### src/hdl/user_data_path_pkg.sv
//--------------------------------------------------------------------------
// Shared widths, word types, module header layout and FIFO sizing for the
// four-port user data path. Every block imports this package.
//--------------------------------------------------------------------------
`default_nettype none

package user_data_path_pkg;

   localparam int NUM_PORTS       = 4;
   localparam int DATA_WIDTH      = 64;
   localparam int CTRL_WIDTH      = 8;

   // Module header layout, destination mask in the top 16 bits
   localparam int HDR_SRC_LSB     = 16;
   localparam int HDR_DST_LSB     = 48;

   // Ethernet destination MAC sits in the top of the first payload word
   localparam int MAC_WIDTH       = 48;
   localparam int MAC_LSB         = DATA_WIDTH - MAC_WIDTH;

   localparam int FIFO_DEPTH      = 32;
   localparam int MAX_PKT_WORDS   = 16;
   localparam int FIFO_ADDR_WIDTH = $clog2(FIFO_DEPTH);

   // Cycles for a closing word to reach the output FIFO counts
   localparam int PIPE_SETTLE     = 2;

   typedef logic [DATA_WIDTH-1:0]        data_t;
   typedef logic [CTRL_WIDTH-1:0]        ctrl_t;
   typedef logic [$clog2(NUM_PORTS)-1:0] port_num_t;
   typedef logic [NUM_PORTS-1:0]         port_mask_t;
   typedef logic [FIFO_ADDR_WIDTH-1:0]   fifo_addr_t;
   typedef logic [FIFO_ADDR_WIDTH:0]     fifo_count_t;
   typedef logic [MAC_WIDTH-1:0]         mac_addr_t;

   typedef struct packed {
      ctrl_t ctrl;
      data_t data;
   } pkt_word_t;

   localparam ctrl_t HDR_CTRL = '1;

   // Highest fill level that still leaves room for a maximal packet
   localparam fifo_count_t FIFO_ROOM_MAX = fifo_count_t'(FIFO_DEPTH - MAX_PKT_WORDS);

   // Closing word: nonzero control that is not the module header
   function automatic logic is_last(ctrl_t ctrl);
      return (ctrl != '0) && (ctrl != HDR_CTRL);
   endfunction

endpackage

`default_nettype wire
### src/hdl/output_port_lookup.sv
//--------------------------------------------------------------------------
// Output port lookup. Delays the stream by one word so that the module
// header can carry a destination mask taken from the MAC that follows it.
//--------------------------------------------------------------------------
`default_nettype none

module output_port_lookup (
   input  logic                          clk,
   input  logic                          rst_n,
   input  user_data_path_pkg::pkt_word_t arb_word,
   input  logic                          arb_wr,
   output user_data_path_pkg::pkt_word_t lut_word,
   output logic                          lut_wr
);
   import user_data_path_pkg::*;

   pkt_word_t  hold_word;
   logic       hold_valid;
   logic       hold_hdr;
   port_num_t  src_port;
   mac_addr_t  dst_mac;
   port_mask_t src_mask;
   port_mask_t dst_mask;

   //-----------------------------------------------------------------------
   // Destination decision
   //-----------------------------------------------------------------------
   assign src_port = hold_word.data[HDR_SRC_LSB +: $bits(port_num_t)];
   assign dst_mac  = arb_word.data[MAC_LSB +: MAC_WIDTH];
   assign src_mask = port_mask_t'(1) << src_port;

   always_comb begin
      if (dst_mac == '1) begin
         // Broadcast floods everything but the source
         dst_mask = ~src_mask;
      end else begin
         // NIC pairing of 0 with 1 and 2 with 3
         dst_mask = port_mask_t'(1) << (src_port ^ port_num_t'(1));
      end
   end

   //-----------------------------------------------------------------------
   // One-word hold stage
   //-----------------------------------------------------------------------
   // A held word leaves when the next one arrives, a closing word at once
   assign lut_wr = hold_valid && (arb_wr || is_last(hold_word.ctrl));

   always_comb begin
      lut_word = hold_word;
      if (hold_hdr) begin
         lut_word.data[HDR_DST_LSB +: NUM_PORTS] = dst_mask;
      end
   end

   always_ff @(posedge clk) begin
      if (!rst_n) begin
         hold_valid <= 1'b0;
      end else if (arb_wr) begin
         hold_valid <= 1'b1;
      end else if (lut_wr) begin
         hold_valid <= 1'b0;
      end
   end

   always_ff @(posedge clk) begin
      if (arb_wr) begin
         hold_word <= arb_word;
         hold_hdr  <= (arb_word.ctrl == HDR_CTRL);
      end
   end

endmodule

`default_nettype wire

### config.mk
export PLATFORM = sky130hd
export DESIGN_NAME = output_port_lookup
export DESIGN_NICKNAME = d
export VERILOG_FILES = /design/src/hdl/user_data_path_pkg.sv /design/src/hdl/output_port_lookup.sv
export SDC_FILE = /design/constraint.sdc
export NUM_CORES = 1
export LEC_CHECK = 0
export CORE_MARGIN = 1
export CORE_UTILIZATION = 45
export DETAILED_ROUTE_END_ITERATION = 10
export DONT_BUFFER_PORTS = 1
export PLACE_DENSITY_LB_ADDON = 0.3
export SYNTH_ARGS = -nofsm -noshare
export SYNTH_HDL_FRONTEND = slang
export SYNTH_SLANG_ARGS = --single-unit
### constraint.sdc
create_clock -name clk -period 1.7 [get_ports clk]
set_input_delay 0.34 -clock clk [delete_from_list [all_inputs] [get_ports clk]]
set_output_delay 0.34 -clock clk [all_outputs]
set_load 0.02 [all_outputs]
# Yosys cells after proc, flatten, opt, wreduce, memory -nomap -nowiden
# Index checks and enable logic that the tools add are counted.
[classes]
n_addsub = 0
n_mul = 0
n_div = 0
n_lt_le_gt_ge = 0
eq_ne = 3
shift = 2
mux = 4
bitwise_logic = 2
reduce_logical = 5
[op_table]
columns = ["op", "count"]
rows = [
  ["$eq A48 B48 Y1 const B", 1],
  ["$eq A8 B8 Y1 const B", 1],
  ["$mux W4", 2],
  ["$ne A8 B8 Y1 const B", 1],
  ["$reduce_bool A8 Y1", 1],
  ["$shl A1 B2 Y4 const A", 2],
  ["$not A4 Y4", 1],
  ["$logic_and A1 B1 Y1", 2],
  ["$mux W1", 2],
  ["$reduce_bool A2 Y1", 1],
  ["$logic_or A1 B1 Y1", 1],
  ["$not A1 Y1", 1],
]
[totals]
reg_bits = 74
latch_bits = 0
ram_bits = 0
rom_bits = 0
out_inout_bits = 73
mem_count = 0

# Logic depth before layout (Yosys ltp)
# Gate-level depths: netlist of the first run.
[depth]
ltp_word = 6
ltp_mapped = 4
ltp_nobuf = 4

# Worst setup path after synthesis of the first run
# No wires, ideal clock.
[synth_path]
kind = "reg-to-output"
from = "reg hold_word (netlist bit lut_word[68])"
to = "out lut_wr"
arrival_ns = 1.298
required_ns = 1.360
slack_ns = 0.062
stages_incl_launch_ff = 5
cell_sequence = "edfxtp_1 or4_1 nor2_1 o21ai_0 and2_1"
[synth_between]
elab_chain_len = 4
elab_cells_between_ends = 5
classes_between = "eq/ne (1); reduce/logical (4)"
[synth_rtl]
columns = ["item", "line", "source"]
rows = [
  ["start: declaration", "output_port_lookup.sv:17", "pkt_word_t hold_word;"],
  ["start signal: assignment", "output_port_lookup.sv:67", "hold_word <= arb_word;"],
  ["$ne A8 B8 Y1 / $reduce_bool A8 Y1 (equally long branches)", "user_data_path_pkg.sv:48", "return (ctrl != '0) && (ctrl != HDR_CTRL);"],
  ["$logic_and A1 B1 Y1 *", "user_data_path_pkg.sv:48", ""],
  ["$logic_or A1 B1 Y1 *", "output_port_lookup.sv:46", "assign lut_wr = hold_valid && (arb_wr || is_last(hold_word.ctrl));"],
  ["$logic_and A1 B1 Y1 *", "output_port_lookup.sv:46", ""],
  ["end: declaration", "output_port_lookup.sv:13", "output logic lut_wr"],
]
# Every way passes the cells marked *; elsewhere a longest branch is shown, timed or not.

# Worst setup path after layout of the first run
# Same ends and word-level chain as after synthesis.

==> summary.md, run 1 <==
| Metric | Value |
|---|---|
| Antenna-violating nets left | `0` |
| Drt pass-1 iters | `4` |
| Most frequent cells in the layout | `edfxtp_1, buf_4, nand4_1` |
| DR WL/cell | `20.2 µm` |
| Gr usage total | `14.2%` |
| Pins over their slew limit | `0` |
| H-tree levels | `3` |
| Layout cells sized above 1 | `29.4%` |
| Inserted Clock Buffers | `9` |
| Tightest Pin Transition | `0.290 ns` |
| CTS Sinks | `74` |
| WP data arrival | `1.64 ns` |
| Setup crit start kind | `flip-flop` |
| Root Buffer | `clkbuf_8` |
| Clock period minus worst slack | `1.98 ns` |
| Die area | `about 0.0070 mm²` |
| Worst setup EP type | `output pin` |
| Finished layout cell area | `about 0.003 mm²` |
| Clk_skew | `0.00579 ns` |
| Initial Util | `~47%` |
| CP bufs+invs | `0` |
| Synth Register Bits | `74` |
| Top cells by area, synth | `edfxtp_1, buf_4, nand4_1, o21ai_0, nand2_1` |
| Setup violators final | `5` |
| Minimum hold slack | `0.0961 ns` |
| Nets@finish | `231` |
| Distinct cells, synth | `17` |
| Pwr Density | `~1200 mW/mm²` |
| Fillers | `535` |
| Crit Path Category | `reg2out` |
| Syn nets | `265` |
| Core area | `0.00639 mm²` |
| Drt via density | `5.34` |
| Initial antenna violation count | `0` |
| Largest net degree at the start of global routing | `75` |
| Mapped Cells | `190` |
| Status | `finished with violations` |
| Max Cap Violations | `0` |
| Leak | `1.01 nW` |
| First-pass GRT wire length | `7060 µm` |
| Synth top area share | `73.4%` |
| Worst-skew pair later-pin latency | `0.33 ns` |
| Die W | `83.5 µm` |
| Fin crit share | `117%` |
| RSZ-0062 raised after global routing | `true` |
| Commonest non-fill, non-tap cell in the layout | `edfxtp_1` |
| Crit path required time | `1.36 ns` |
| Syn Area/Cell | `15.7 µm²` |
| Multi-input gate area | `about 310 µm²` |
| IO Port Bufs | `0` |
| Grt ovf | `0` |
| Starting DRT DRC Count | `40` |
| Storage element area | `between 0.002 and 0.0025 mm²` |
| Warnings from Yosys | `0` |
| CP top delay family | `simple AND/OR/NAND/NOR gates` |
| Area growth, synth to finish | `-0.0420%` |
| Failing checks | `setup timing` |
| DRC viols | `0` |
| Vias | `1265` |
| Detailed Route WL | `4780 µm` |
| # rows | `29` |
| Cells along the critical path | `or4_4, nor2_4, o21ai_2, and2_4` |
| Placed instance area | `0.00268 mm²` |
| Area leader, netlist | `edfxtp_1` |
| Global placer's final weighted congestion | `0.806` |
| Vias in the first global route | `1307` |
| Netlist Area Pre-Place | `around 0.0030 mm²` |
| Die Ht | `approximately 83 µm` |
| Hold Vio Cnt, Final | `0` |
| Detailed Place HPWL | `3450 µm` |
| HP Class | `in2reg` |
| Final Util | `46.7%` |
| Crit-path max cell delay | `0.56 ns` |
| Max Freq | `505 MHz` |
| Normalized max-slew margin | `80.5%` |
| Setup ws final | `-0.281 ns` |
| CP max stage cell | `or4_4` |
| Clk slew on worst S/H paths | `around 0.07 ns` |
| VDD IR max | `548 µV` |
| Clock tree buffer depth | `2` |
| Num ports | `148` |
| Crit Path Max Fanout | `2` |
| Sequential cell area fraction in the yosys report | `74.1%` |
| CTS tree | `built` |
| Diodes inserted | `0` |
==> sequential cells by signal, indices dropped and copies added (netlist names) <==
name	count
hold_valid	1
lut_word	68
hold_word	4
hold_hdr	1
==> logic make-up (layout without fill, tap and decap cells) <==
group | Yosys count | in the layout | synth area share, %
simple gates | 36 | 36 | 6.71
compound gates | 10 | 10 | 1.84
buf+inv | 70 | 40 | 17.4
flops | 74 | 74 | 74.1
==> synthesized netlist by cell type, drive strengths merged <==
library cell  instances
buf                  68
edfxtp               73
nor3                  3
o21ai                 8
a21boi                2
nand3                 1
nor2                  4
nor4                  2
nand4                17
dfxtp                 1
or4                   2
and2                  1
inv                   2
nand2                 6
==> stage by stage <==
stage          total power [W]  setup TNS (ns)  std cells  worst slack, ns
6_report               0.00373          -0.388        237           -0.281
2_1_floorplan          0.00262               0        190           0.0618
4_1_cts                0.00376          -0.498        233           -0.287
3_5_place_dp           0.00252        -0.00849        214         -0.00849
3_3_place_gp           0.00252               0        214           0.0589
5_1_grt                0.00386          -0.778        237           -0.343
==> worst paths after layout <==
path | start | end | slack (ns) | cells after the start
worst max-delay path | lut_word[68]$_DFFE_PP_ | lut_wr | -0.28 | 4
worst min register to register | hold_valid$_SDFFE_PN0P_ | hold_valid$_SDFFE_PN0P_ | 0.49 | 2
worst max register to register | lut_word[68]$_DFFE_PP_ | hold_valid$_SDFFE_PN0P_ | 0.08 | 7
worst min-delay path | arb_word[69] | lut_word[69]$_DFFE_PP_ | 0.1 | 0
==> repair_timing <==
item | CTS | global route
hold buffers | 0 | 0
setup buffers | 4 | 4
pin swaps | 6 | 4
hold endpoints to repair | 0 | 0
gates resized for setup | 12 | 11
endpoints found under the setup margin | 5 | 5
==> routing by layer <==
layer	up-vias	track usage, %	routed length [µm]
met4	0	8.32	138
met3	10	9.79	650
li1	568	-	-
met1	590	12.5	1510
met2	97	23.5	2480
met5	-	0	0
==> layout make-up <==
cell class / count / share of cell area [%]
clock inverter: 5 / 1.55
clock buffer: 10 / 4.28
sequential: 74 / 74.1
timing repair buffer: 23 / 6.04
tap: 77 / 3.23
inverter: 2 / 0.252
multi-input combinational: 46 / 10.5
==> worst reg2reg max path, cell delays in order (launching register included) <==
cell and delay (ns):
edfxtp_1 0.40, or4_4 0.56, nor2_4 0.14, buf_4 0.11, buf_4 0.09, buf_4 0.08
o21ai_1 0.05, a21boi_1 0.13
==> report_power, final <==
part           leakage, nW  switching [W]  internal [W]
logic                0.201      0.0000846     0.0000600
registers            0.722       0.000196       0.00218
clock network       0.0886       0.000561      0.000653
Note: power is estimated with default switching activity, not from simulation.
==> run 2, diff against run 1 <==
--- a/config.mk
+++ b/config.mk
@@ -5,6 +5,7 @@
 export SDC_FILE = /design/constraint.sdc
 export NUM_CORES = 1
 export LEC_CHECK = 0
+export ABC_AREA = 1
 export CORE_MARGIN = 1
 export CORE_UTILIZATION = 45
 export DETAILED_ROUTE_END_ITERATION = 10
==> run 2 against run 1 <==
Against the previous run:
- power is 5.1% higher
- first-iteration DRC count is 100% higher
- the flow finishes with violations (DRC)
- clock skew hardly changed
- largest cell class unchanged
- non-clock buffer count is 12 lower
- count of clock-buffer cells in the layout is 1 higher
- routed wire length is 1.8% higher
==> summary.md, run 2 <==
| Metric | Value |
|---|---|
| Worst R2R Start | `lut_word[65]$_DFFE_PP_` |
| Top cells by area, synth | `edfxtp_1, buf_4, nand2_1, nor2_1, nand4_1` |
| Commonest non-fill, non-tap cell in the layout | `edfxtp_1` |
| Initial antenna violation count | `0 (unchanged)` |
| Area growth, synth to finish | `-2.17%` |
| Hold Path End | `lut_word[46]$_DFFE_PP_` |
| Synth top area share | `71.7% (-1.7 points)` |
| List of most frequent post-synthesis cells | `edfxtp_1, buf_4, nand2_1` |
| Crit Path Category | `reg2out` |
| Detailed Place HPWL | `3530 µm (+2.4%)` |
| Global placer's final weighted congestion | `0.689 (-15%)` |
| Synth Register Bits | `74 (unchanged)` |
| IO Port Bufs | `0 (unchanged)` |
| Final Util | `46.3% (-0.41 points)` |
| Clock period minus worst slack | `1.69 ns (-0.288 ns)` |
| Leak | `1.05 nW (+3.5%)` |
| # rows | `29 (unchanged)` |
| Warnings from Yosys | `0 (unchanged)` |
| Largest net degree at the start of global routing | `75 (unchanged)` |
| Starting DRT DRC Count | `81 (+100%)` |
| Diodes inserted | `0 (unchanged)` |
| Drt via density | `4.98 (-6.8%)` |
| Clock tree buffer depth | `2 (unchanged)` |
| Minimum hold slack | `0.0931 ns (-0.00302 ns)` |
| Gr usage total | `13.9% (-0.27 points)` |
| Setup violators final | `0 (-5)` |
| Setup ws final | `0.00705 ns (+0.288 ns)` |
| Die Ht | `84.4 µm (+1.2%)` |
| CP max stage cell | `edfxtp_1` |
| Tightest Pin Transition | `0.370 ns (+0.0801 ns)` |
| DRC viols | `6 (+6)` |
| Clk_skew | `0.00554 ns (-0.000256 ns)` |
| Pwr Density | `1310 mW/mm² (+4.8%)` |
| Register-to-Register Path Depth | `5 (-2)` |
| Hold_buf cts | `0 (unchanged)` |
| Status | `finished with violations` |
| Multi-input gate area | `387 µm² (+23%)` |
| Max Cap Violations | `0 (unchanged)` |
| H-tree levels | `3 (unchanged)` |
| VDD IR max | `498 µV (-9.1%)` |
| CTS tree | `built` |
| Max Freq | `591 MHz (+17%)` |
| Syn nets | `299 (+13%)` |
| Vias in the first global route | `1336 (+2.2%)` |
| Vias | `1289 (+1.9%)` |
| Fin crit share | `99.6% (-17 points)` |
| Die area | `0.00713 mm² (+2.4%)` |
| Normalized max-slew margin | `75.3% (-5.2 points)` |
| Sequential cell area fraction in the yosys report | `72.3% (-1.8 points)` |
| DP Worst Slack | `0.140 ns (+0.149 ns)` |
| Cells along the critical path | `nor2_2, nand4_1, o21ai_2, a21boi_1, buf_4` |
| Num ports | `148 (unchanged)` |
| Area leader, netlist | `edfxtp_1` |
| RSZ-0062 raised after global routing | `true` |
| Final Non-Filler Cells | `259 (+9.3%)` |
| Launch point of the worst hold path | `arb_word[46]` |
| Ys flop type | `edfxtp_1` |
| Inserted Clock Buffers | `9 (unchanged)` |
| Total Power | `0.00392 W (+5.1%)` |
| First-pass GRT wire length | `6990 µm (-0.98%)` |
| Worst setup EP type | `output pin` |
| Root Buffer | `clkbuf_8` |
| Core area | `0.00646 mm² (+1.1%)` |
| HP Class | `in2reg` |
| Largest register FFs | `68 (unchanged)` |
| Fillers | `570 (+6.5%)` |
| Worst-skew pair later-pin latency | `0.34 ns (about the same)` |
| Drt pass-1 iters | `9 (+5)` |
| Initial Util | `47.3% (+0.60 points)` |
| Most common cell in the netlist | `edfxtp_1` |
| Setup crit start kind | `flip-flop` |
| Mapped Cells | `224 (+18%)` |
| R2R Path End | `hold_valid$_SDFFE_PN0P_` |
| Most frequent cells in the layout | `edfxtp_1, nand2_1, nor2_1` |
| Nets@finish | `253 (+9.5%)` |
| Crit-path max cell delay | `0.43 ns (-0.13 ns)` |
| Detailed Route WL | `4860 µm (+1.8%)` |
| Grt ovf | `0 (unchanged)` |
| Hold path depth | `0 (unchanged)` |
| Netlist Area Pre-Place | `0.00306 mm² (+2.4%)` |
| Clk slew on worst S/H paths | `0.07 ns (about the same)` |
| CTS Sinks | `74 (unchanged)` |
| Failing checks | `DRC` |
| Hold Vio Cnt, Final | `0 (unchanged)` |
| Storage element area | `0.00221 mm² (unchanged)` |
| Crit Path Max Fanout | `3 (+1)` |
| DR WL/cell | `18.8 µm (-6.8%)` |
| Distinct cells, synth | `10 (-7)` |
| Post-synthesis async set-or-reset flop share | `0% (unchanged)` |
| Pins over their slew limit | `0 (unchanged)` |
| Antenna-violating nets left | `0 (unchanged)` |
| Layout cells sized above 1 | `20.3% (-9.0 points)` |
| Number of synthesized flops with an enable pin | `73 (unchanged)` |
| WP data arrival | `1.35 ns (-0.29 ns)` |
| Syn Area/Cell | `13.7 µm² (-13%)` |
| FF-to-FF setup slack | `0.63 ns (+0.55 ns)` |
| Crit path required time | `1.36 ns (about the same)` |
| DP Cell Count | `242 (+13%)` |
| Die W | `84.4 µm (+1.2%)` |
==> run 2: final cells by class <==
type / count / share of cell area [%]
clock inverter: 4 / 2.26
tap: 77 / 3.22
inverter: 4 / 0.502
multi-input combinational: 78 / 12.9
clock buffer: 11 / 4.39
timing repair buffer: 11 / 2.76
sequential: 74 / 73.9
==> run 2: what timing repair did <==
item                       4_1_cts  5_1_grt
resized for setup                5       16
buffers inserted                 1        1
setup endpoints to repair        3        5
pin swaps                        3        9
==> run 2: kinds of logic (layout without fill, tap and decap cells) <==
group,after synthesis,after routing,synth area share (%)
AO/OA/AOI/OAI,3,3,0.654
buffers and inverters,72,30,17.2
flip-flops,74,74,72.3
AND/OR/NAND/NOR,75,75,9.82
==> run 2: worst max-delay path by stage <==
stage                                start           end  depth (start not counted)
CTS                 lut_word[66]$_DFFE_PP_        lut_wr                          5
finish              lut_word[65]$_DFFE_PP_        lut_wr                          5
floorplan           lut_word[71]$_DFFE_PP_        lut_wr                          3
detailed placement            arb_word[21]  lut_word[48]                          8
global route        lut_word[67]$_DFFE_PP_        lut_wr                          5
global placement              arb_word[21]  lut_word[50]                          8
==> run 2: metrics by stage <==
stage / setup TNS, ns / instance area (µm²)
after global routing: -0.204 / 2990
after global placement: 0 / 2710
after CTS: -0.0209 / 2930
after floorplan: 0 / 3060
after detailed placement: 0 / 2710
final: 0 / 2990
==> run 2: per-layer routing <==
metal	GRT usage, %	routed length, µm	vias up
li1	-	-	603
met1	13.2	1650	593
met2	22.6	2520	79
met3	8.16	528	14
met4	9.55	166	0
met5	0	0	-
==> run 2: worst max-delay path: cells and delay by family, from the launching register on <==
family / cells / cell delay, ns
flip-flops: 1 / 0.43
buffers and inverters: 1 / 0.16
AND/OR/NAND/NOR: 2 / 0.27
AO/OA/AOI/OAI: 2 / 0.16
==> run 2: where the power goes <==
| group | switching (W) | internal, W |
|---|---|---|
| Combinational | 0.0000824 | 0.0000527 |
| Sequential | 0.000212 | 0.00218 |
| Clock | 0.000586 | 0.000810 |
==> run 3, diff against run 2 <==
==> constraint.sdc (replaced) <==
create_clock -name clk -period 1.4 [get_ports clk]
set_input_delay 0.14 -clock clk [delete_from_list [all_inputs] [get_ports clk]]
set_output_delay 0.14 -clock clk [all_outputs]
set_load 0.02 [all_outputs]
==> run 3 against run 2 <==
Against the previous run:
- highest routed layer unchanged
- hold slack worse by 0.18 ns
- sequential cell count unchanged
- sequential share of layout area shrank 15 points
- clock power is 21% higher
- setup slack got worse by 0.11 ns
- critical path depth unchanged
- global-route usage up 2.5 points
- die area unchanged
- core utilization up 12 points
- count of clock-buffer cells in the layout unchanged
- cell area up 25%
- routed wire length is 17% higher
- the flow finishes with violations (DRC, hold timing, setup timing)
==> summary.md, run 3 (synthesis gave the netlist of run 2 again) <==
| Metric | Value |
|---|---|
| Status | `finished with violations` |
| Failing checks | `DRC, hold timing, setup timing` |
| CTS Sinks | `74 (unchanged)` |
| H-tree levels | `3 (unchanged)` |
| Launch point of the worst hold path | `arb_wr` |
| Total Power | `0.00493 W (+26%)` |
| Placed instance area | `0.00271 mm² (unchanged)` |
| Worst R2R Start | `lut_word[64]$_DFFE_PP_` |
| Most frequent cells in the layout | `dlygate4sd3_1, edfxtp_1, nand2_1` |
| Finished layout cell area | `0.00374 mm² (+25%)` |
| Setup violators final | `5 (+5)` |
| Die W | `84.4 µm (unchanged)` |
| Setup crit start kind | `flip-flop` |
| Gr usage total | `16.4% (+2.5 points)` |
| Hold Vio Cnt, Final | `73 (+73)` |
| Layout cells sized above 1 | `15.2% (-5.1 points)` |
| Met3 wire len | `449 µm (-15%)` |
| Setup ws final | `-0.107 ns (-0.114 ns)` |
| Final Util | `57.9% (+12 points)` |
| DP Cell Count | `242 (unchanged)` |
| Worst-skew pair later-pin latency | `0.34 ns (about the same)` |
| Hold_buf cts | `74 (+74)` |
| Clock tree buffer depth | `2 (unchanged)` |
| Drt pass-1 iters | `10 (+1)` |
| IO Port Bufs | `0 (unchanged)` |
| Die area | `0.00713 mm² (unchanged)` |
| Global placer's final weighted congestion | `0.689 (unchanged)` |
| WL met1 | `2000 µm (+21%)` |
| # rows | `29 (unchanged)` |
| Tightest Pin Transition | `0.373 ns (+0.00273 ns)` |
| First-pass GRT wire length | `8420 µm (+20%)` |
| Root Buffer | `clkbuf_8` |
| Initial Util | `47.3% (unchanged)` |
| R2R Path End | `hold_valid$_SDFFE_PN0P_` |
| Drt via density | `4.80 (-3.6%)` |
| Crit path required time | `1.26 ns (-0.10 ns)` |
| Vias in the first global route | `1705 (+28%)` |
| Detailed Route WL | `5680 µm (+17%)` |
| Commonest non-fill, non-tap cell in the layout | `dlygate4sd3_1` |
| Starting DRT DRC Count | `97 (+20%)` |
| Largest net degree at the start of global routing | `75 (unchanged)` |
| Diodes inserted | `0 (unchanged)` |
| Hold Path End | `lut_word[35]$_DFFE_PP_` |
| DRC viols | `6 (unchanged)` |
| Antenna-violating nets left | `0 (unchanged)` |
| Core area | `0.00646 mm² (unchanged)` |
| Max Cap Violations | `0 (unchanged)` |
| Crit Path Max Fanout | `3 (unchanged)` |
| DR WL met2 | `3060 µm (+21%)` |
| CTS tree | `built` |
| Normalized max-slew margin | `75.2% (-0.18 points)` |
| Initial antenna violation count | `0 (unchanged)` |
| Grt ovf | `0 (unchanged)` |
| Pwr Density | `1320 mW/mm² (+0.62%)` |
| Worst setup EP type | `output pin` |
| Area growth, synth to finish | `22.4%` |
| Detailed Place HPWL | `3530 µm (unchanged)` |
| Largest register FFs | `68 (unchanged)` |
| DP Worst Slack | `0.185 ns (+0.0447 ns)` |
| Clk slew on worst S/H paths | `0.07 ns (about the same)` |
| Register-to-Register Path Depth | `5 (unchanged)` |
| Crit-path max cell delay | `0.44 ns (about the same)` |
| Max Freq | `664 MHz` |
| Worst setup path start | `lut_word[64]$_DFFE_PP_` |
| Num ports | `148 (unchanged)` |
| Final Non-Filler Cells | `333 (+29%)` |
| FF-to-FF setup slack | `0.29 ns (-0.34 ns)` |
| Die Ht | `84.4 µm (unchanged)` |
| RSZ-0062 raised after global routing | `true` |
| Fin crit share | `108%` |
| Pins over their slew limit | `0 (unchanged)` |
| Clock period minus worst slack | `~1.5 ns` |
| HP Class | `in2reg` |
| Leak | `1.36 nW (+30%)` |
| Inserted Clock Buffers | `9 (unchanged)` |
| Top Layer Used | `met4` |
| CP max stage cell | `edfxtp_1` |
| WP data arrival | `1.37 ns (+0.02 ns)` |
| Nets@finish | `327 (+29%)` |
| Vias | `1597 (+24%)` |
| VDD IR max | `620 µV (+24%)` |
| Crit Path Category | `reg2out` |
| Hold path depth | `0 (unchanged)` |
| Minimum hold slack | `-0.0866 ns (-0.180 ns)` |
| DR WL/cell | `17.1 µm (-9.2%)` |
| Clk_skew | `0.00577 ns (+0.000230 ns)` |
| Cells along the critical path | `nor2_2, nand4_1, o21ai_2, a21boi_2, buf_6` |
-- run 3: changes by cell type in the layout (fill, tap and decap cells not counted), sizes merged --
cell and delta:
dlygate4sd3 +74
-- run 3: cell type report --
class | count | area (µm²)
fillers | 518 | 2720
multi-input cells | 78 | 393
well taps | 77 | 96.3
flip-flops and latches | 74 | 2210
repair buffers | 85 | 827
inverters | 4 | 15.0
clock inverters | 4 | 67.6
clock buffers | 11 | 131
-- run 3: critical path, delay by kind of cell (launching register included) --
| kind | cells | cell delay (ns) |
|---|---|---|
| compound gates | 2 | 0.18 |
| buf+inv | 1 | 0.13 |
| flops | 1 | 0.44 |
| simple gates | 2 | 0.27 |
-- run 3: per-stage QoR --
stage | TNS, ns | hold slack (ns)
2_1_floorplan | 0 | 0.239
3_3_place_gp | 0 | 0.239
3_5_place_dp | 0 | 0.239
4_1_cts | -0.332 | -0.104
5_1_grt | -0.662 | -0.117
6_report | -0.251 | -0.0866
-- run 3: power breakdown --
| group | switching [W] | internal [W] | leakage (nW) | total, W |
|---|---|---|---|---|
| combinational | 0.000133 | 0.000203 | 0.538 | 0.000335 |
| clock | 0.000712 | 0.000984 | 0.0985 | 0.00170 |
| sequential | 0.000260 | 0.00264 | 0.722 | 0.00290 |
-- run 3: metal layers --
| layer | vias up | track usage (%) |
|---|---|---|
| met2 | 86 | 28.8 |
| li1 | 751 | - |
| met3 | 16 | 7.37 |
| met4 | 0 | 10.2 |
| met1 | 744 | 15.6 |
| met5 | - | 0 |
-- run 3: worst max-delay path by stage --
stage | cells after the start | end | slack, ns
4_1_cts | 5 | lut_wr | -0.12
3_3_place_gp | 4 | lut_word[50] | 0.24
3_5_place_dp | 5 | lut_wr | 0.18
6_report | 5 | lut_wr | -0.11
2_1_floorplan | 3 | lut_wr | 0.18
5_1_grt | 5 | lut_wr | -0.18
-- run 3: timing repair --
item                                   CTS  global route
endpoints found under the hold margin  146            73
pin swaps                                9             9
setup endpoints to repair                5             5
setup buffers                            1             1
gates resized for setup                 17             7
